[config.mk]
export PLATFORM = sky130hd
export DESIGN_NAME = rdma_resp_gen
export DESIGN_NICKNAME = d
export VERILOG_FILES = /design/src/source/rdma_resp_pkg.sv /design/src/source/rdma_beat_result.sv /design/src/source/rdma_hdr_execute.sv /design/src/source/rdma_req_decode.sv /design/src/source/rdma_resp_gen.sv
export SDC_FILE = /design/constraint.sdc
export NUM_CORES = 2
export LEC_CHECK = 0
export ABC_AREA = 1
export BUFFER_PORTS_ARGS = -buffer_cell sky130_fd_sc_hd__buf_2
export CORE_AREA = 3 3 649 651
export DETAILED_ROUTE_END_ITERATION = 12
export DIE_AREA = 0 0 652 654
export SLEW_MARGIN = 30
export SYNTH_ARGS = -nofsm -noshare
export SYNTH_HDL_FRONTEND = slang
export SYNTH_SLANG_ARGS = --single-unit
[constraint.sdc]
create_clock -name core_clk -period 16.7 [get_ports core_clk]
set_input_delay 3.34 -clock core_clk [delete_from_list [all_inputs] [get_ports core_clk]]
set_output_delay 3.34 -clock core_clk [all_outputs]
set_load 0.005 [all_outputs]
[src/source/rdma_resp_pkg.sv]
`default_nettype none

package rdma_resp_pkg;

  localparam int unsigned HDR_BYTES        = 58;
  localparam int unsigned RD_PAYLOAD_BYTES = 256;
  localparam int unsigned BEAT_BYTES       = 64;

  typedef logic [47:0]             mac_addr_t;
  typedef logic [31:0]             ipv4_addr_t;
  typedef logic [23:0]             psn_t;
  typedef logic [23:0]             qpn_t;
  typedef logic [7:0]              opcode_t;
  typedef logic [8*BEAT_BYTES-1:0] beat_t;
  typedef logic [BEAT_BYTES-1:0]   keep_t;
  typedef logic [8*HDR_BYTES-1:0]  hdr_t;       // wire byte i sits at [8*i +: 8]
  typedef logic [159:0]            ipv4_hdr_t;  // 20 bytes, first byte on top

  typedef enum logic {
    RESP_RD,
    RESP_ACK
  } resp_kind_t;

  typedef struct packed {
    mac_addr_t  src_mac;
    ipv4_addr_t src_ip;
  } local_cfg_t;

  typedef struct packed {
    mac_addr_t  dst_mac;
    ipv4_addr_t dst_ip;
  } qp_cfg_t;

  typedef struct packed {
    resp_kind_t kind;
    psn_t       psn;
    qpn_t       qpn;
    qp_cfg_t    cfg;
  } resp_job_t;

  typedef struct packed {
    hdr_t       hdr;
    logic [7:0] payload;
    resp_kind_t kind;
  } pkt_t;

  // BTH opcodes, RC transport
  localparam opcode_t OPC_RD_REQ  = 8'h0C;
  localparam opcode_t OPC_WR_ONLY = 8'h0A;
  localparam opcode_t OPC_RD_RESP = 8'h10;
  localparam opcode_t OPC_ACK     = 8'h11;

  localparam logic [15:0] IP_TOTAL_RD  = 16'h0130;
  localparam logic [15:0] IP_TOTAL_ACK = 16'h0030;
  localparam logic [15:0] UDP_SRC_PORT = 16'h6851;
  localparam logic [15:0] UDP_DST_PORT = 16'h12b7;
  localparam logic [15:0] PKEY         = 16'h666f;

  // request beat byte offsets
  localparam int unsigned OPC_OFS = 42;
  localparam int unsigned QPN_OFS = 47;
  localparam int unsigned PSN_OFS = 51;

  // folded ones-complement sum; the header field is its inverse
  function automatic logic [15:0] ipv4_checksum(input ipv4_hdr_t ip_hdr);
    logic [19:0] sum;
    sum = '0;
    for (int i = 0; i < 10; i++) begin
      sum = sum + {4'h0, ip_hdr[16*i +: 16]};
    end
    sum = {4'h0, sum[15:0]} + {16'h0, sum[19:16]};
    sum = {4'h0, sum[15:0]} + {19'h0, sum[16]};  // second carry at most one bit
    return sum[15:0];
  endfunction

endpackage

`default_nettype wire

[src/source/rdma_beat_result.sv]
`timescale 1ns/10ps
`default_nettype none

module rdma_beat_result (
  input  wire                         core_clk,
  input  wire                         core_aresetn,
  input  wire rdma_resp_pkg::pkt_t    pkt_i,
  input  wire                         pkt_req_i,
  output logic                        pkt_ack_o,
  output rdma_resp_pkg::beat_t        m_tdata_o,
  output rdma_resp_pkg::keep_t        m_tkeep_o,
  output logic                        m_tvalid_o,
  output logic                        m_tlast_o,
  input  wire                         m_tready_i,
  output logic [7:0]                  rd_resp_cnt_o,
  output logic [7:0]                  ack_cnt_o
);

  localparam logic [8:0] RD_LEN  = 9'(rdma_resp_pkg::HDR_BYTES + rdma_resp_pkg::RD_PAYLOAD_BYTES);
  localparam logic [8:0] ACK_LEN = 9'(rdma_resp_pkg::HDR_BYTES);
  localparam logic [8:0] BEAT_LEN = 9'(rdma_resp_pkg::BEAT_BYTES);

  typedef enum logic [1:0] {
    R_IDLE,
    R_LOAD,
    R_SEND
  } res_state_t;

  res_state_t                 state_q;
  logic                       ack_q;
  logic [2:0]                 idx_q;   // next beat to load
  logic [8:0]                 rem_q;   // bytes not yet loaded
  rdma_resp_pkg::hdr_t        hdr_q;
  logic [7:0]                 pay_q;
  rdma_resp_pkg::resp_kind_t  kind_q;
  logic                       pkt_take;
  logic                       load_beat;
  rdma_resp_pkg::beat_t       raw_beat;
  rdma_resp_pkg::beat_t       nxt_data;
  rdma_resp_pkg::keep_t       nxt_keep;
  logic                       nxt_last;

  assign pkt_take  = (state_q == R_IDLE) && pkt_req_i && !ack_q;
  assign pkt_ack_o = ack_q;
  assign load_beat = (state_q == R_LOAD) ||
                     ((state_q == R_SEND) && m_tready_i && !m_tlast_o);

  // header only ever lands in beat 0
  assign raw_beat = (idx_q == 3'd0) ?
                    {{(rdma_resp_pkg::BEAT_BYTES-rdma_resp_pkg::HDR_BYTES){pay_q}}, hdr_q} :
                    {rdma_resp_pkg::BEAT_BYTES{pay_q}};

  assign nxt_last = (rem_q <= BEAT_LEN);
  assign nxt_keep = nxt_last ? ~({rdma_resp_pkg::BEAT_BYTES{1'b1}} << rem_q[5:0]) : '1;

  always_comb begin
    for (int l = 0; l < rdma_resp_pkg::BEAT_BYTES; l++) begin
      nxt_data[8*l +: 8] = nxt_keep[l] ? raw_beat[8*l +: 8] : 8'h00;
    end
  end

  always_ff @(posedge core_clk) begin
    if (pkt_take) begin
      hdr_q  <= pkt_i.hdr;
      pay_q  <= pkt_i.payload;
      kind_q <= pkt_i.kind;
    end
    if (load_beat) begin
      m_tdata_o <= nxt_data;
      m_tkeep_o <= nxt_keep;
    end
  end

  always_ff @(posedge core_clk or negedge core_aresetn) begin
    if (!core_aresetn) begin
      state_q       <= R_IDLE;
      ack_q         <= 1'b0;
      idx_q         <= '0;
      rem_q         <= '0;
      m_tvalid_o    <= 1'b0;
      m_tlast_o     <= 1'b0;
      rd_resp_cnt_o <= '0;
      ack_cnt_o     <= '0;
    end else begin
      if (pkt_take) begin
        ack_q <= 1'b1;
      end else if (ack_q && !pkt_req_i) begin
        ack_q <= 1'b0;
      end
      if (load_beat) begin
        m_tlast_o <= nxt_last;
        idx_q     <= idx_q + 3'd1;
        rem_q     <= nxt_last ? 9'd0 : rem_q - BEAT_LEN;
      end
      case (state_q)
        R_IDLE: begin
          if (pkt_take) begin
            state_q <= R_LOAD;
            idx_q   <= '0;
            rem_q   <= (pkt_i.kind == rdma_resp_pkg::RESP_RD) ? RD_LEN : ACK_LEN;
          end
        end
        R_LOAD: begin
          m_tvalid_o <= 1'b1;
          state_q    <= R_SEND;
        end
        R_SEND: begin
          if (m_tready_i && m_tlast_o) begin
            m_tvalid_o <= 1'b0;
            m_tlast_o  <= 1'b0;
            state_q    <= R_IDLE;
            if (kind_q == rdma_resp_pkg::RESP_RD) begin
              rd_resp_cnt_o <= rd_resp_cnt_o + 8'd1;
            end else begin
              ack_cnt_o <= ack_cnt_o + 8'd1;
            end
          end
        end
        default: state_q <= R_IDLE;
      endcase
    end
  end

endmodule

`default_nettype wire

[src/source/rdma_hdr_execute.sv]
`timescale 1ns/10ps
`default_nettype none

module rdma_hdr_execute (
  input  wire                             core_clk,
  input  wire                             core_aresetn,
  input  wire rdma_resp_pkg::local_cfg_t  local_cfg_i,
  input  wire rdma_resp_pkg::resp_job_t   job_i,
  input  wire                             job_req_i,
  output logic                            job_ack_o,
  output rdma_resp_pkg::pkt_t             pkt_o,
  output logic                            pkt_req_o,
  input  wire                             pkt_ack_i
);

  typedef enum logic [1:0] {
    X_IDLE,
    X_BUILD,
    X_OFFER,
    X_RELEASE
  } exe_state_t;

  exe_state_t                state_q;
  logic                      ack_q;
  rdma_resp_pkg::resp_job_t  job_q;
  rdma_resp_pkg::pkt_t       pkt_q;
  logic                      job_take;
  logic                      is_rd;
  rdma_resp_pkg::opcode_t    resp_op;
  logic [15:0]               ip_total;
  logic [15:0]               udp_len;
  rdma_resp_pkg::ipv4_hdr_t  ip_hdr;
  logic [15:0]               ip_csum;
  rdma_resp_pkg::hdr_t       hdr_be;    // first wire byte on top
  rdma_resp_pkg::hdr_t       hdr_lane;

  assign job_take  = (state_q == X_IDLE) && job_req_i && !ack_q;
  assign job_ack_o = ack_q;
  assign pkt_req_o = (state_q == X_OFFER);
  assign pkt_o     = pkt_q;

  assign is_rd    = (job_q.kind == rdma_resp_pkg::RESP_RD);
  assign resp_op  = is_rd ? rdma_resp_pkg::OPC_RD_RESP : rdma_resp_pkg::OPC_ACK;
  assign ip_total = is_rd ? rdma_resp_pkg::IP_TOTAL_RD : rdma_resp_pkg::IP_TOTAL_ACK;
  assign udp_len  = ip_total - 16'd20;

  // checksum word left at zero for the sum
  assign ip_hdr = {8'h45, 8'hb8, ip_total, 16'h5555, 16'h4000, 8'hba, 8'h11,
                   16'h0000, local_cfg_i.src_ip, job_q.cfg.dst_ip};

  assign ip_csum = ~rdma_resp_pkg::ipv4_checksum(ip_hdr);

  assign hdr_be = {job_q.cfg.dst_mac,
                   local_cfg_i.src_mac,
                   16'h0800,
                   ip_hdr[159:80], ip_csum, ip_hdr[63:0],
                   rdma_resp_pkg::UDP_SRC_PORT,
                   rdma_resp_pkg::UDP_DST_PORT,
                   udp_len,
                   16'h0000,
                   resp_op, 8'h00, rdma_resp_pkg::PKEY,
                   8'h00, job_q.qpn,
                   8'h00, job_q.psn,
                   32'h0000_0000};  // AETH

  // byte 0 of the wire goes to lane 0
  always_comb begin
    for (int i = 0; i < rdma_resp_pkg::HDR_BYTES; i++) begin
      hdr_lane[8*i +: 8] = hdr_be[8*(rdma_resp_pkg::HDR_BYTES-1-i) +: 8];
    end
  end

  always_ff @(posedge core_clk) begin
    if (job_take) begin
      job_q <= job_i;
    end
    if (state_q == X_BUILD) begin
      pkt_q.hdr     <= hdr_lane;
      pkt_q.payload <= is_rd ? job_q.psn[7:0] : 8'h00;
      pkt_q.kind    <= job_q.kind;
    end
  end

  always_ff @(posedge core_clk or negedge core_aresetn) begin
    if (!core_aresetn) begin
      state_q <= X_IDLE;
      ack_q   <= 1'b0;
    end else begin
      if (job_take) begin
        ack_q <= 1'b1;
      end else if (ack_q && !job_req_i) begin
        ack_q <= 1'b0;
      end
      case (state_q)
        X_IDLE: begin
          if (job_take) begin
            state_q <= X_BUILD;
          end
        end
        X_BUILD: state_q <= X_OFFER;
        X_OFFER: begin
          if (pkt_ack_i) begin
            state_q <= X_RELEASE;
          end
        end
        X_RELEASE: begin
          if (!pkt_ack_i) begin
            state_q <= X_IDLE;
          end
        end
        default: state_q <= X_IDLE;
      endcase
    end
  end

endmodule

`default_nettype wire

[src/source/rdma_req_decode.sv]
`timescale 1ns/10ps
`default_nettype none

module rdma_req_decode #(
  parameter int NUM_QP = 6
) (
  input  wire                          core_clk,
  input  wire                          core_aresetn,
  input  wire                          enable_i,
  input  wire rdma_resp_pkg::beat_t    req_tdata_i,
  input  wire                          req_tvalid_i,
  input  wire                          req_tlast_i,
  output logic                         req_tready_o,
  input  wire rdma_resp_pkg::qp_cfg_t  qp_table_i [NUM_QP],
  output rdma_resp_pkg::resp_job_t     job_o,
  output logic                         job_req_o,
  input  wire                          job_ack_i
);

  localparam int IDX_W = (NUM_QP > 1) ? $clog2(NUM_QP) : 1;

  typedef enum logic [2:0] {
    IDLE,
    SKIP,
    LOOKUP,
    OFFER,
    RELEASE
  } dec_state_t;

  dec_state_t                state_q;
  logic                      tail_q;  // more beats follow the header beat
  rdma_resp_pkg::opcode_t    op_q;
  rdma_resp_pkg::psn_t       psn_q;
  rdma_resp_pkg::qpn_t       qpn_q;
  rdma_resp_pkg::resp_job_t  job_q;
  logic                      beat_acc;
  logic                      op_known;
  logic                      qp_hit;
  logic [IDX_W-1:0]          qp_idx;

  assign req_tready_o = enable_i && ((state_q == IDLE) || (state_q == SKIP));
  assign beat_acc     = req_tvalid_i && req_tready_o;
  assign job_req_o    = (state_q == OFFER);
  assign job_o        = job_q;

  assign op_known = (op_q == rdma_resp_pkg::OPC_RD_REQ) ||
                    (op_q == rdma_resp_pkg::OPC_WR_ONLY);
  assign qp_hit   = (qpn_q < rdma_resp_pkg::qpn_t'(NUM_QP));
  assign qp_idx   = qpn_q[IDX_W-1:0];

  // header fields, big-endian on the wire
  always_ff @(posedge core_clk) begin
    if ((state_q == IDLE) && beat_acc) begin
      op_q  <= req_tdata_i[8*rdma_resp_pkg::OPC_OFS +: 8];
      qpn_q <= {req_tdata_i[8*rdma_resp_pkg::QPN_OFS +: 8],
                req_tdata_i[8*(rdma_resp_pkg::QPN_OFS+1) +: 8],
                req_tdata_i[8*(rdma_resp_pkg::QPN_OFS+2) +: 8]};
      psn_q <= {req_tdata_i[8*rdma_resp_pkg::PSN_OFS +: 8],
                req_tdata_i[8*(rdma_resp_pkg::PSN_OFS+1) +: 8],
                req_tdata_i[8*(rdma_resp_pkg::PSN_OFS+2) +: 8]};
    end
    if ((state_q == LOOKUP) && op_known && qp_hit) begin
      job_q.kind <= (op_q == rdma_resp_pkg::OPC_RD_REQ) ? rdma_resp_pkg::RESP_RD :
                                                          rdma_resp_pkg::RESP_ACK;
      job_q.psn  <= psn_q;
      job_q.qpn  <= qpn_q;
      job_q.cfg  <= qp_table_i[qp_idx];
    end
  end

  always_ff @(posedge core_clk or negedge core_aresetn) begin
    if (!core_aresetn) begin
      state_q <= IDLE;
      tail_q  <= 1'b0;
    end else begin
      case (state_q)
        IDLE: begin
          if (beat_acc) begin
            state_q <= LOOKUP;
            tail_q  <= !req_tlast_i;
          end
        end
        LOOKUP: begin
          if (op_known && qp_hit) begin
            state_q <= OFFER;
          end else begin
            state_q <= tail_q ? SKIP : IDLE;  // dropped request
          end
        end
        OFFER: begin
          if (job_ack_i) begin
            state_q <= RELEASE;
          end
        end
        RELEASE: begin
          if (!job_ack_i) begin
            state_q <= tail_q ? SKIP : IDLE;
          end
        end
        SKIP: begin
          if (beat_acc && req_tlast_i) begin
            state_q <= IDLE;
          end
        end
        default: state_q <= IDLE;
      endcase
    end
  end

endmodule

`default_nettype wire

[src/source/rdma_resp_gen.sv]
`timescale 1ns/10ps
`default_nettype none

module rdma_resp_gen #(
  parameter int NUM_QP = 6
) (
  input  wire                             core_clk,
  input  wire                             core_aresetn,
  input  wire                             enable_i,
  input  wire rdma_resp_pkg::local_cfg_t  local_cfg_i,
  input  wire rdma_resp_pkg::qp_cfg_t     qp_table_i [NUM_QP],
  input  wire rdma_resp_pkg::beat_t       req_tdata_i,
  input  wire                             req_tvalid_i,
  input  wire                             req_tlast_i,
  output logic                            req_tready_o,
  output rdma_resp_pkg::beat_t            m_tdata_o,
  output rdma_resp_pkg::keep_t            m_tkeep_o,
  output logic                            m_tvalid_o,
  output logic                            m_tlast_o,
  input  wire                             m_tready_i,
  output logic [7:0]                      rd_resp_cnt_o,
  output logic [7:0]                      ack_cnt_o
);

  rdma_resp_pkg::resp_job_t  job;
  logic                      job_req;
  logic                      job_ack;
  rdma_resp_pkg::pkt_t       pkt;
  logic                      pkt_req;
  logic                      pkt_ack;

  rdma_req_decode #(
    .NUM_QP (NUM_QP)
  ) u_decode (
    .core_clk     (core_clk),
    .core_aresetn (core_aresetn),
    .enable_i     (enable_i),
    .req_tdata_i  (req_tdata_i),
    .req_tvalid_i (req_tvalid_i),
    .req_tlast_i  (req_tlast_i),
    .req_tready_o (req_tready_o),
    .qp_table_i   (qp_table_i),
    .job_o        (job),
    .job_req_o    (job_req),
    .job_ack_i    (job_ack)
  );

  rdma_hdr_execute u_execute (
    .core_clk     (core_clk),
    .core_aresetn (core_aresetn),
    .local_cfg_i  (local_cfg_i),
    .job_i        (job),
    .job_req_i    (job_req),
    .job_ack_o    (job_ack),
    .pkt_o        (pkt),
    .pkt_req_o    (pkt_req),
    .pkt_ack_i    (pkt_ack)
  );

  rdma_beat_result u_result (
    .core_clk      (core_clk),
    .core_aresetn  (core_aresetn),
    .pkt_i         (pkt),
    .pkt_req_i     (pkt_req),
    .pkt_ack_o     (pkt_ack),
    .m_tdata_o     (m_tdata_o),
    .m_tkeep_o     (m_tkeep_o),
    .m_tvalid_o    (m_tvalid_o),
    .m_tlast_o     (m_tlast_o),
    .m_tready_i    (m_tready_i),
    .rd_resp_cnt_o (rd_resp_cnt_o),
    .ack_cnt_o     (ack_cnt_o)
  );

endmodule

`default_nettype wire

Word-level counts from Yosys, hierarchy flattened
Cells that the tools add are included.
{ "word_totals": {"reg_bits": 1476, "word_cells": 281, "out_inout_bits": 595} }
{ "op_classes": {"reduce_logical": 64, "bitwise_logic": 29, "n_mux": 39, "n_shift": 1, "n_lt_le_gt_ge": 3, "eq_ne": 20, "add_sub_neg": 15} }
{ "ops": {"columns": ["op", "count"], "rows": [
  ["two-way mux 432 bit", 1],
  ["binary-select mux 80 bit (select 3 bit)", 1],
  ["two-way mux 80 bit", 2],
  ["two-way mux 64 bit", 1],
  ["NOT 64 bit", 1],
  ["left shift 64 x 6 -> 64 bit, first input constant", 1],
  ["adder 20 x 15 -> 20 bit, second input constant", 3],
  ["adder 20 x 16 -> 20 bit", 3],
  ["two-way mux 9 bit", 6],
  ["OR reduction 2 bit", 25],
  ["NOT 1 bit", 26],
  ["less-than comparator 24 x 3 -> 1 bit, second input constant", 1],
  ["two-way mux 3 bit", 8],
  ["adder 20 x 16 -> 20 bit, second input constant", 1],
  ["adder 16 x 16 -> 17 bit", 1],
  ["adder 16 x 4 -> 17 bit", 1],
  ["adder 16 x 1 -> 16 bit", 1],
  ["adder 8 x 1 -> 8 bit, second input constant", 2],
  ["equality test 8 x 4 -> 1 bit, second input constant", 2],
  ["logical AND 1 bit", 16],
  ["NOT 16 bit", 1],
  ["subtractor 16 x 5 -> 16 bit, second input constant", 1],
  ["one-hot mux 3 bit (5 select lines)", 1],
  ["inequality test 2 bit, second input constant", 6],
  ["24 further kinds", 59]
]} }

Logic depth before layout (Yosys ltp)
{ "depth": {"word_depth": 11, "mapped_depth": 54} }

Cells and area by module
Synthesis repeated with hierarchy kept, for this count alone.
{ "hier_totals": {"hier_cells": 5602, "area_unflattened_um2": 69078.8} }
{ "modules_own_cells": {"columns": ["module", "area_each_um2", "instances", "cells_per_inst"], "rows": [
  ["rdma_beat_result", 42320.6, 1, 3331],
  ["rdma_hdr_execute", 16448.3, 1, 1193],
  ["rdma_req_decode", 10309.9, 1, 1078]
]} }

Least setup slack after synthesis
Ideal clock, no wire load.
{ "synth_timing": {"path_type": "input port to flip-flop", "startpoint": "input port m_tready_i", "endpoint": "register u_result.rem_q[7]", "setup_ns": 0.151, "stages": 6, "setup_slack_ns": 0.339, "t_required_ns": 16.549, "arrival_time_ns": 16.210, "path_cell_list": "a31oi_1 -> inv_1 -> nand2_1 -> o22ai_1 -> inv_1 -> nor2_1"} }
{ "synth_via": {"elab_chain_cells": 6} }
{ "synth_rtl": {"columns": ["element", "line", "rtl"], "rows": [
  ["start, declared", "rdma_resp_gen.sv:20", "input wire m_tready_i,"],
  ["logical AND 1 bit * (2 in a row)", "rdma_beat_result.sv:46", "((state_q == R_SEND) && m_tready_i && !m_tlast_o);"],
  ["logical OR 1 bit *", "rdma_beat_result.sv:45", "assign load_beat = (state_q == R_LOAD) ||"],
  ["two-way mux 9 bit *", "rdma_beat_result.sv:90", "if (load_beat) begin"],
  ["two-way mux 9 bit", "rdma_beat_result.sv:97", "if (pkt_take) begin"],
  ["two-way mux 9 bit *", "rdma_beat_result.sv:95", "case (state_q)"],
  ["end signal, assigned", "rdma_beat_result.sv:93", "rem_q <= nxt_last ? 9'd0 : rem_q - BEAT_LEN;"],
  ["end signal, assigned", "rdma_beat_result.sv:100", "rem_q <= (pkt_i.kind == rdma_resp_pkg::RESP_RD) ? RD_LEN : ACK_LEN;"],
  ["end, declared", "rdma_beat_result.sv:32", "logic [8:0] rem_q;"]
]} }
Every way passes the cells marked *; elsewhere a longest branch is shown, timed or not.
A chain may end at the register's enable or synchronous reset.

Final worst setup path
{ "layout_timing": {"startpoint": "input port local_cfg_i[7] (netlist bit)", "endpoint": "register u_execute.pkt_q, in the netlist u_execute.pkt_o[205], data pin"} }
{ "layout_via": {"elab_chain_cells": 10} }
{ "layout_rtl": {"columns": ["element", "line", "rtl"], "rows": [
  ["start, declared", "rdma_resp_gen.sv:10", "input wire rdma_resp_pkg::local_cfg_t local_cfg_i,"],
  ["adder 20 x 16 -> 20 bit (3 in a row)", "rdma_resp_pkg.sv:69", "sum = sum + {4'h0, ip_hdr[16*i +: 16]};"],
  ["adder 20 x 15 -> 20 bit (2 in a row)", "rdma_resp_pkg.sv:69", null],
  ["adder 20 x 16 -> 20 bit", "rdma_resp_pkg.sv:69", null],
  ["adder 20 x 15 -> 20 bit", "rdma_resp_pkg.sv:69", null],
  ["adder 16 x 4 -> 17 bit", "rdma_resp_pkg.sv:71", "sum = {4'h0, sum[15:0]} + {16'h0, sum[19:16]};"],
  ["adder 16 x 1 -> 16 bit", "rdma_resp_pkg.sv:72", "sum = {4'h0, sum[15:0]} + {19'h0, sum[16]};"],
  ["NOT 16 bit", "rdma_hdr_execute.sv:51", "assign ip_csum = ~rdma_resp_pkg::ipv4_checksum(ip_hdr);"],
  ["named net u_execute.hdr_be[268]", "rdma_hdr_execute.sv:34", "rdma_resp_pkg::hdr_t hdr_be;"],
  ["end, declared", "rdma_hdr_execute.sv:26", "rdma_resp_pkg::pkt_t pkt_q;"]
]} }
The timed path passes the listed nets, and every way through them passes these cells.

==> run_results.csv <==
group,metric,value,unit
worst_setup_path,r2r_start,"u_execute.hdr_be[208]",
logic_synthesis,synth_top_family_by_area,"simple AND/OR/NAND/NOR gates",
worst_hold_path,min_from,"u_execute.pkt_o[84]",
layout,final_core_util,17.5,%
timing,fin_crit_sh,56.2,%
worst_setup_path,cpMostUsedCell,"nand2_1",
clock_network,numCtsBuffers,162,
logic_synthesis,synth.area.mux_share,0,%
logic_synthesis,synth-seq-cells,1398,
worst_setup_path,end_kind,"flip-flop",
clock_network,hold_buffers,0,
die,rows,237,
die,fp.dieArea,0.426,mm²
die,die-height,654,µm
worst_setup_path,reg2reg_to,"u_execute.pkt_o[205]",
drt,drtAntennaViolNets,0,
drt,wl,282,mm
drt,drt-vias-per-instance,3.49,
drt,drt_iter0_drc,3755,
outcome,outcome,"finished clean",
global_routing,grt_pass1_wl,356,mm
worst_setup_path,crit_fanout,6,
timing,setup_viol,0,
placed_design,dp_hpwl,225,mm
die,initial_core_util,13.1,%
logic_synthesis,synth-compound-area-share,7.06,%
clock_network,clock_sinks,1398,
worst_hold_path,whs_endpoint,"u_result.hdr_q[75]",
worst_hold_path,whs_path_depth,0,
clock_network,ctsResizeCount,0,
layout,drive_gt1_share,30.0,%
logic_synthesis,yosys_warnings,0,
logic_synthesis,synth_cells,4001,
die,fp.dieW,652,µm
timing,min_period,9390,ps
clock_network,cts.htree.levels,4,
timing,rsz0062_at_grt,"no",
timing,setup-tns-final,0,ps
layout,n_fill_cell,45600,
worst_setup_path,crit_slowest_cell,"fa_1",
timing,skew,90.8,ps
global_routing,antenna_found_initial,210,
logic_synthesis,syn-num-nets,5177,
logic_synthesis,synth_edf_count,1358,
clock_network,cts_root_buffer,"clkbuf_16",
drt,firstDrtPassIters,6,
timing,fmax,106,MHz
clock_network,clock_path_buffers,4,
timing,whs,397,ps
logic_synthesis,synthAdderAreaFrac,2.53,%
die,core,0.416,mm²
worst_setup_path,critPathMaxStageDelay,520,ps
worst_setup_path,path_class,"input port to flip-flop",
drt,wl_per_cell,25.7,µm
run,max_cap_viol_count,0,
logic_synthesis,ys_seq_area_share,76.9,%
drt,drc_errors,0,
clock_network,clkLatencyLatePin,860,ps
logic_synthesis,async_flop_share,2.86,%
clock_network,clk_pin_slew,60,ps
worst_setup_path,startpoint_type,"input port",
global_routing,grt_pass1_vias,36600,
layout,nets,6462,
pwr,fin_total_pwr,13.3,mW
worst_setup_path,arrival,9950,ps
clock_network,cts_tree,"built",
timing,finalMaxSlewViolations,0,
placed_design,portBuffers,1216,
die,pin_count,1673,
worst_setup_path,r2r_slack,8120,ps
logic_synthesis,synth_xor_area_share,0.629,%
layout,area_growth,34.0,%
logic_synthesis,synth-simple-area-share,9.88,%
logic_synthesis,ys_types,46,
timing,final_hold_viol_count,0,
worst_setup_path,worstPathRequired,17260,ps
drt,routed-via-count,38200,
worst_hold_path,hp-class,"flip-flop to flip-flop",
global_routing,overflow,0,
pwr,peakVddDrop,127,µV
timing,relSlewSlack,31.8,%
timing,tightest_slew,1020,ps
global_routing,track_usage,12.6,%
logic_synthesis,synth_top_flop_cell,"edfxtp_1",
pwr,leakage,26.3,nW
clock_network,cts_setup_buffers,0,
logic_synthesis,netlist_area,0.0543,mm²
worst_setup_path,ff2ff_path_depth,46,
placed_design,gp_congestion,0.867,
logic_synthesis,syn_area_per_cell,13.6,µm²
pwr,power.density,183,mW/mm²
global_routing,grt_max_degree,150,
## cell type report
type | count | area, µm² | share of cell area, %
inverter | 256 | 1010 | 1.39
clock buffer | 187 | 4230 | 5.82
clock inverter | 105 | 1040 | 1.43
multi-input combinational | 2183 | 11000 | 15.2
tap | 5497 | 6880 | 9.45
sequential | 1398 | 41800 | 57.4
timing repair buffer | 1285 | 6680 | 9.18
antenna | 44 | 110 | 0.151
## through the flow
stage | std cells | setup slack, ps | area [µm²]
detailed placement | 10600 | 6410 | 67400
global route | 10900 | 6580 | 72700
global placement | 10600 | 6360 | 67300
floorplan | 4001 | 339 | 54300
CTS | 10900 | 7350 | 72700
finish | 11000 | 7310 | 72800
## critical path, delay by kind of cell
kind          cells  cell delay, ps
buf+inv           7             580
simple gates     27            2940
xor+xnor          1             260
fa+ha+maj         8            2830
## cell families (layout without fill, tap and decap cells)
kind of cell	after synthesis	in the layout
flip-flops	1398	1398
XOR/XNOR	39	39
buffers and inverters	420	1833
other	0	44
adder cells (fa/ha/maj)	98	98
AO/OA/AOI/OAI	730	730
AND/OR/NAND/NOR	1316	1316
## cell usage after synthesis, types with 2 or more instances
cell | n | area, µm²
nand4_1 | 19 | 119
nor3_1 | 16 | 80.1
buf_6 | 2 | 22.5
nand3_2 | 3 | 30.0
o21ai_0 | 349 | 1750
buf_1 | 10 | 37.5
nand2_1 | 541 | 2030
nor4_1 | 6 | 37.5
a21oi_2 | 7 | 61.3
a21oi_1 | 271 | 1360
nor2_4 | 16 | 180
nor2_2 | 17 | 106
buf_2 | 5 | 25.0
xnor2_1 | 13 | 114
dfrtp_1 | 40 | 1000
clkinv_2 | 2 | 10.0
clkinv_1 | 9 | 33.8
nor2_1 | 624 | 2340
a31oi_1 | 3 | 18.8
ha_1 | 78 | 976
xor2_1 | 26 | 228
fa_1 | 20 | 400
inv_2 | 7 | 26.3
nor2_8 | 2 | 40.0
nor3_2 | 3 | 30.0
nand2_2 | 9 | 56.3
inv_1 | 236 | 886
a21o_1 | 3 | 22.5
edfxtp_1 | 1358 | 40800
o21bai_1 | 4 | 30.0
inv_4 | 2 | 12.5
clkbuf_1 | 144 | 541
buf_4 | 3 | 22.5
o21ai_1 | 6 | 30.0
nand3b_1 | 2 | 15.0
nand3_1 | 55 | 275
o22ai_1 | 81 | 507
## per-layer routing
layer / routed length [µm] / vias to the layer above / track usage, %
met3: 25000 / 631 / 4.34
met1: 101000 / 18600 / 13.7
met4: 14600 / 136 / 5.51
li1: - / 16800 / -
met2: 140000 / 1991 / 22.2
met5: 889 / - / 0
## cells in the final DEF (no fill, tap or decap), types with 16 or more instances in the layout
cell	netlist	routed
nor2_4	16	19
buf_4	3	60
edfxtp_1	1358	1358
a21oi_1	271	269
nand3_1	55	55
diode_2	0	44
o21ai_1	6	16
buf_2	5	1215
inv_1	236	230
clkbuf_16	0	166
nor3_1	16	16
nand2_1	541	533
ha_1	78	77
dfrtp_1	40	40
clkinv_1	9	34
o21ai_0	349	337
fa_1	20	20
clkbuf_1	144	21
o22ai_1	81	81
nor2_2	17	17
nand4_1	19	19
xor2_1	26	26
clkinv_2	2	32
nor2_1	624	621
## how the worst max path moves through the flow
| stage | slack (ps) | to | start | depth (start not counted) |
|---|---|---|---|---|
| 2_1_floorplan | 340 | u_result.rem_q[7] | m_tready_i | 6 |
| 3_3_place_gp | 6360 | u_execute.pkt_o[205] | local_cfg_i[7] | 43 |
| 3_5_place_dp | 6410 | u_execute.pkt_o[205] | local_cfg_i[7] | 43 |
| 4_1_cts | 7350 | u_execute.pkt_o[205] | local_cfg_i[7] | 43 |
| 5_1_grt | 6580 | u_execute.pkt_o[205] | local_cfg_i[7] | 43 |
| 6_report | 7310 | u_execute.pkt_o[205] | local_cfg_i[7] | 43 |
## power breakdown
group          internal, mW  total [mW]  switching, mW
Clock                  2.04        3.59           1.55
Combinational          1.02        4.04           3.02
Sequential             5.42        5.72          0.296
Total                  8.49        13.3           4.86
## state kept, by name (all words and copies together), names as in the netlist, 2 cells and up
name	cells
u_result.rd_resp_cnt_o	8
u_decode.job_o	129
u_decode.qpn_q	24
u_execute.hdr_be	128
u_result.m_tdata_o	512
u_execute.pkt_o	234
u_result.rem_q	9
u_result.pay_q	8
u_result.m_tkeep_o	64
u_decode.op_q	8
u_decode.state_q	3
u_result.hdr_q	226
u_result.ack_cnt_o	8
u_execute.state_q	2
u_decode.psn_q	24
u_result.idx_q	3
u_result.state_q	2
No activity file was read; power rests on OpenSTA's default activity.
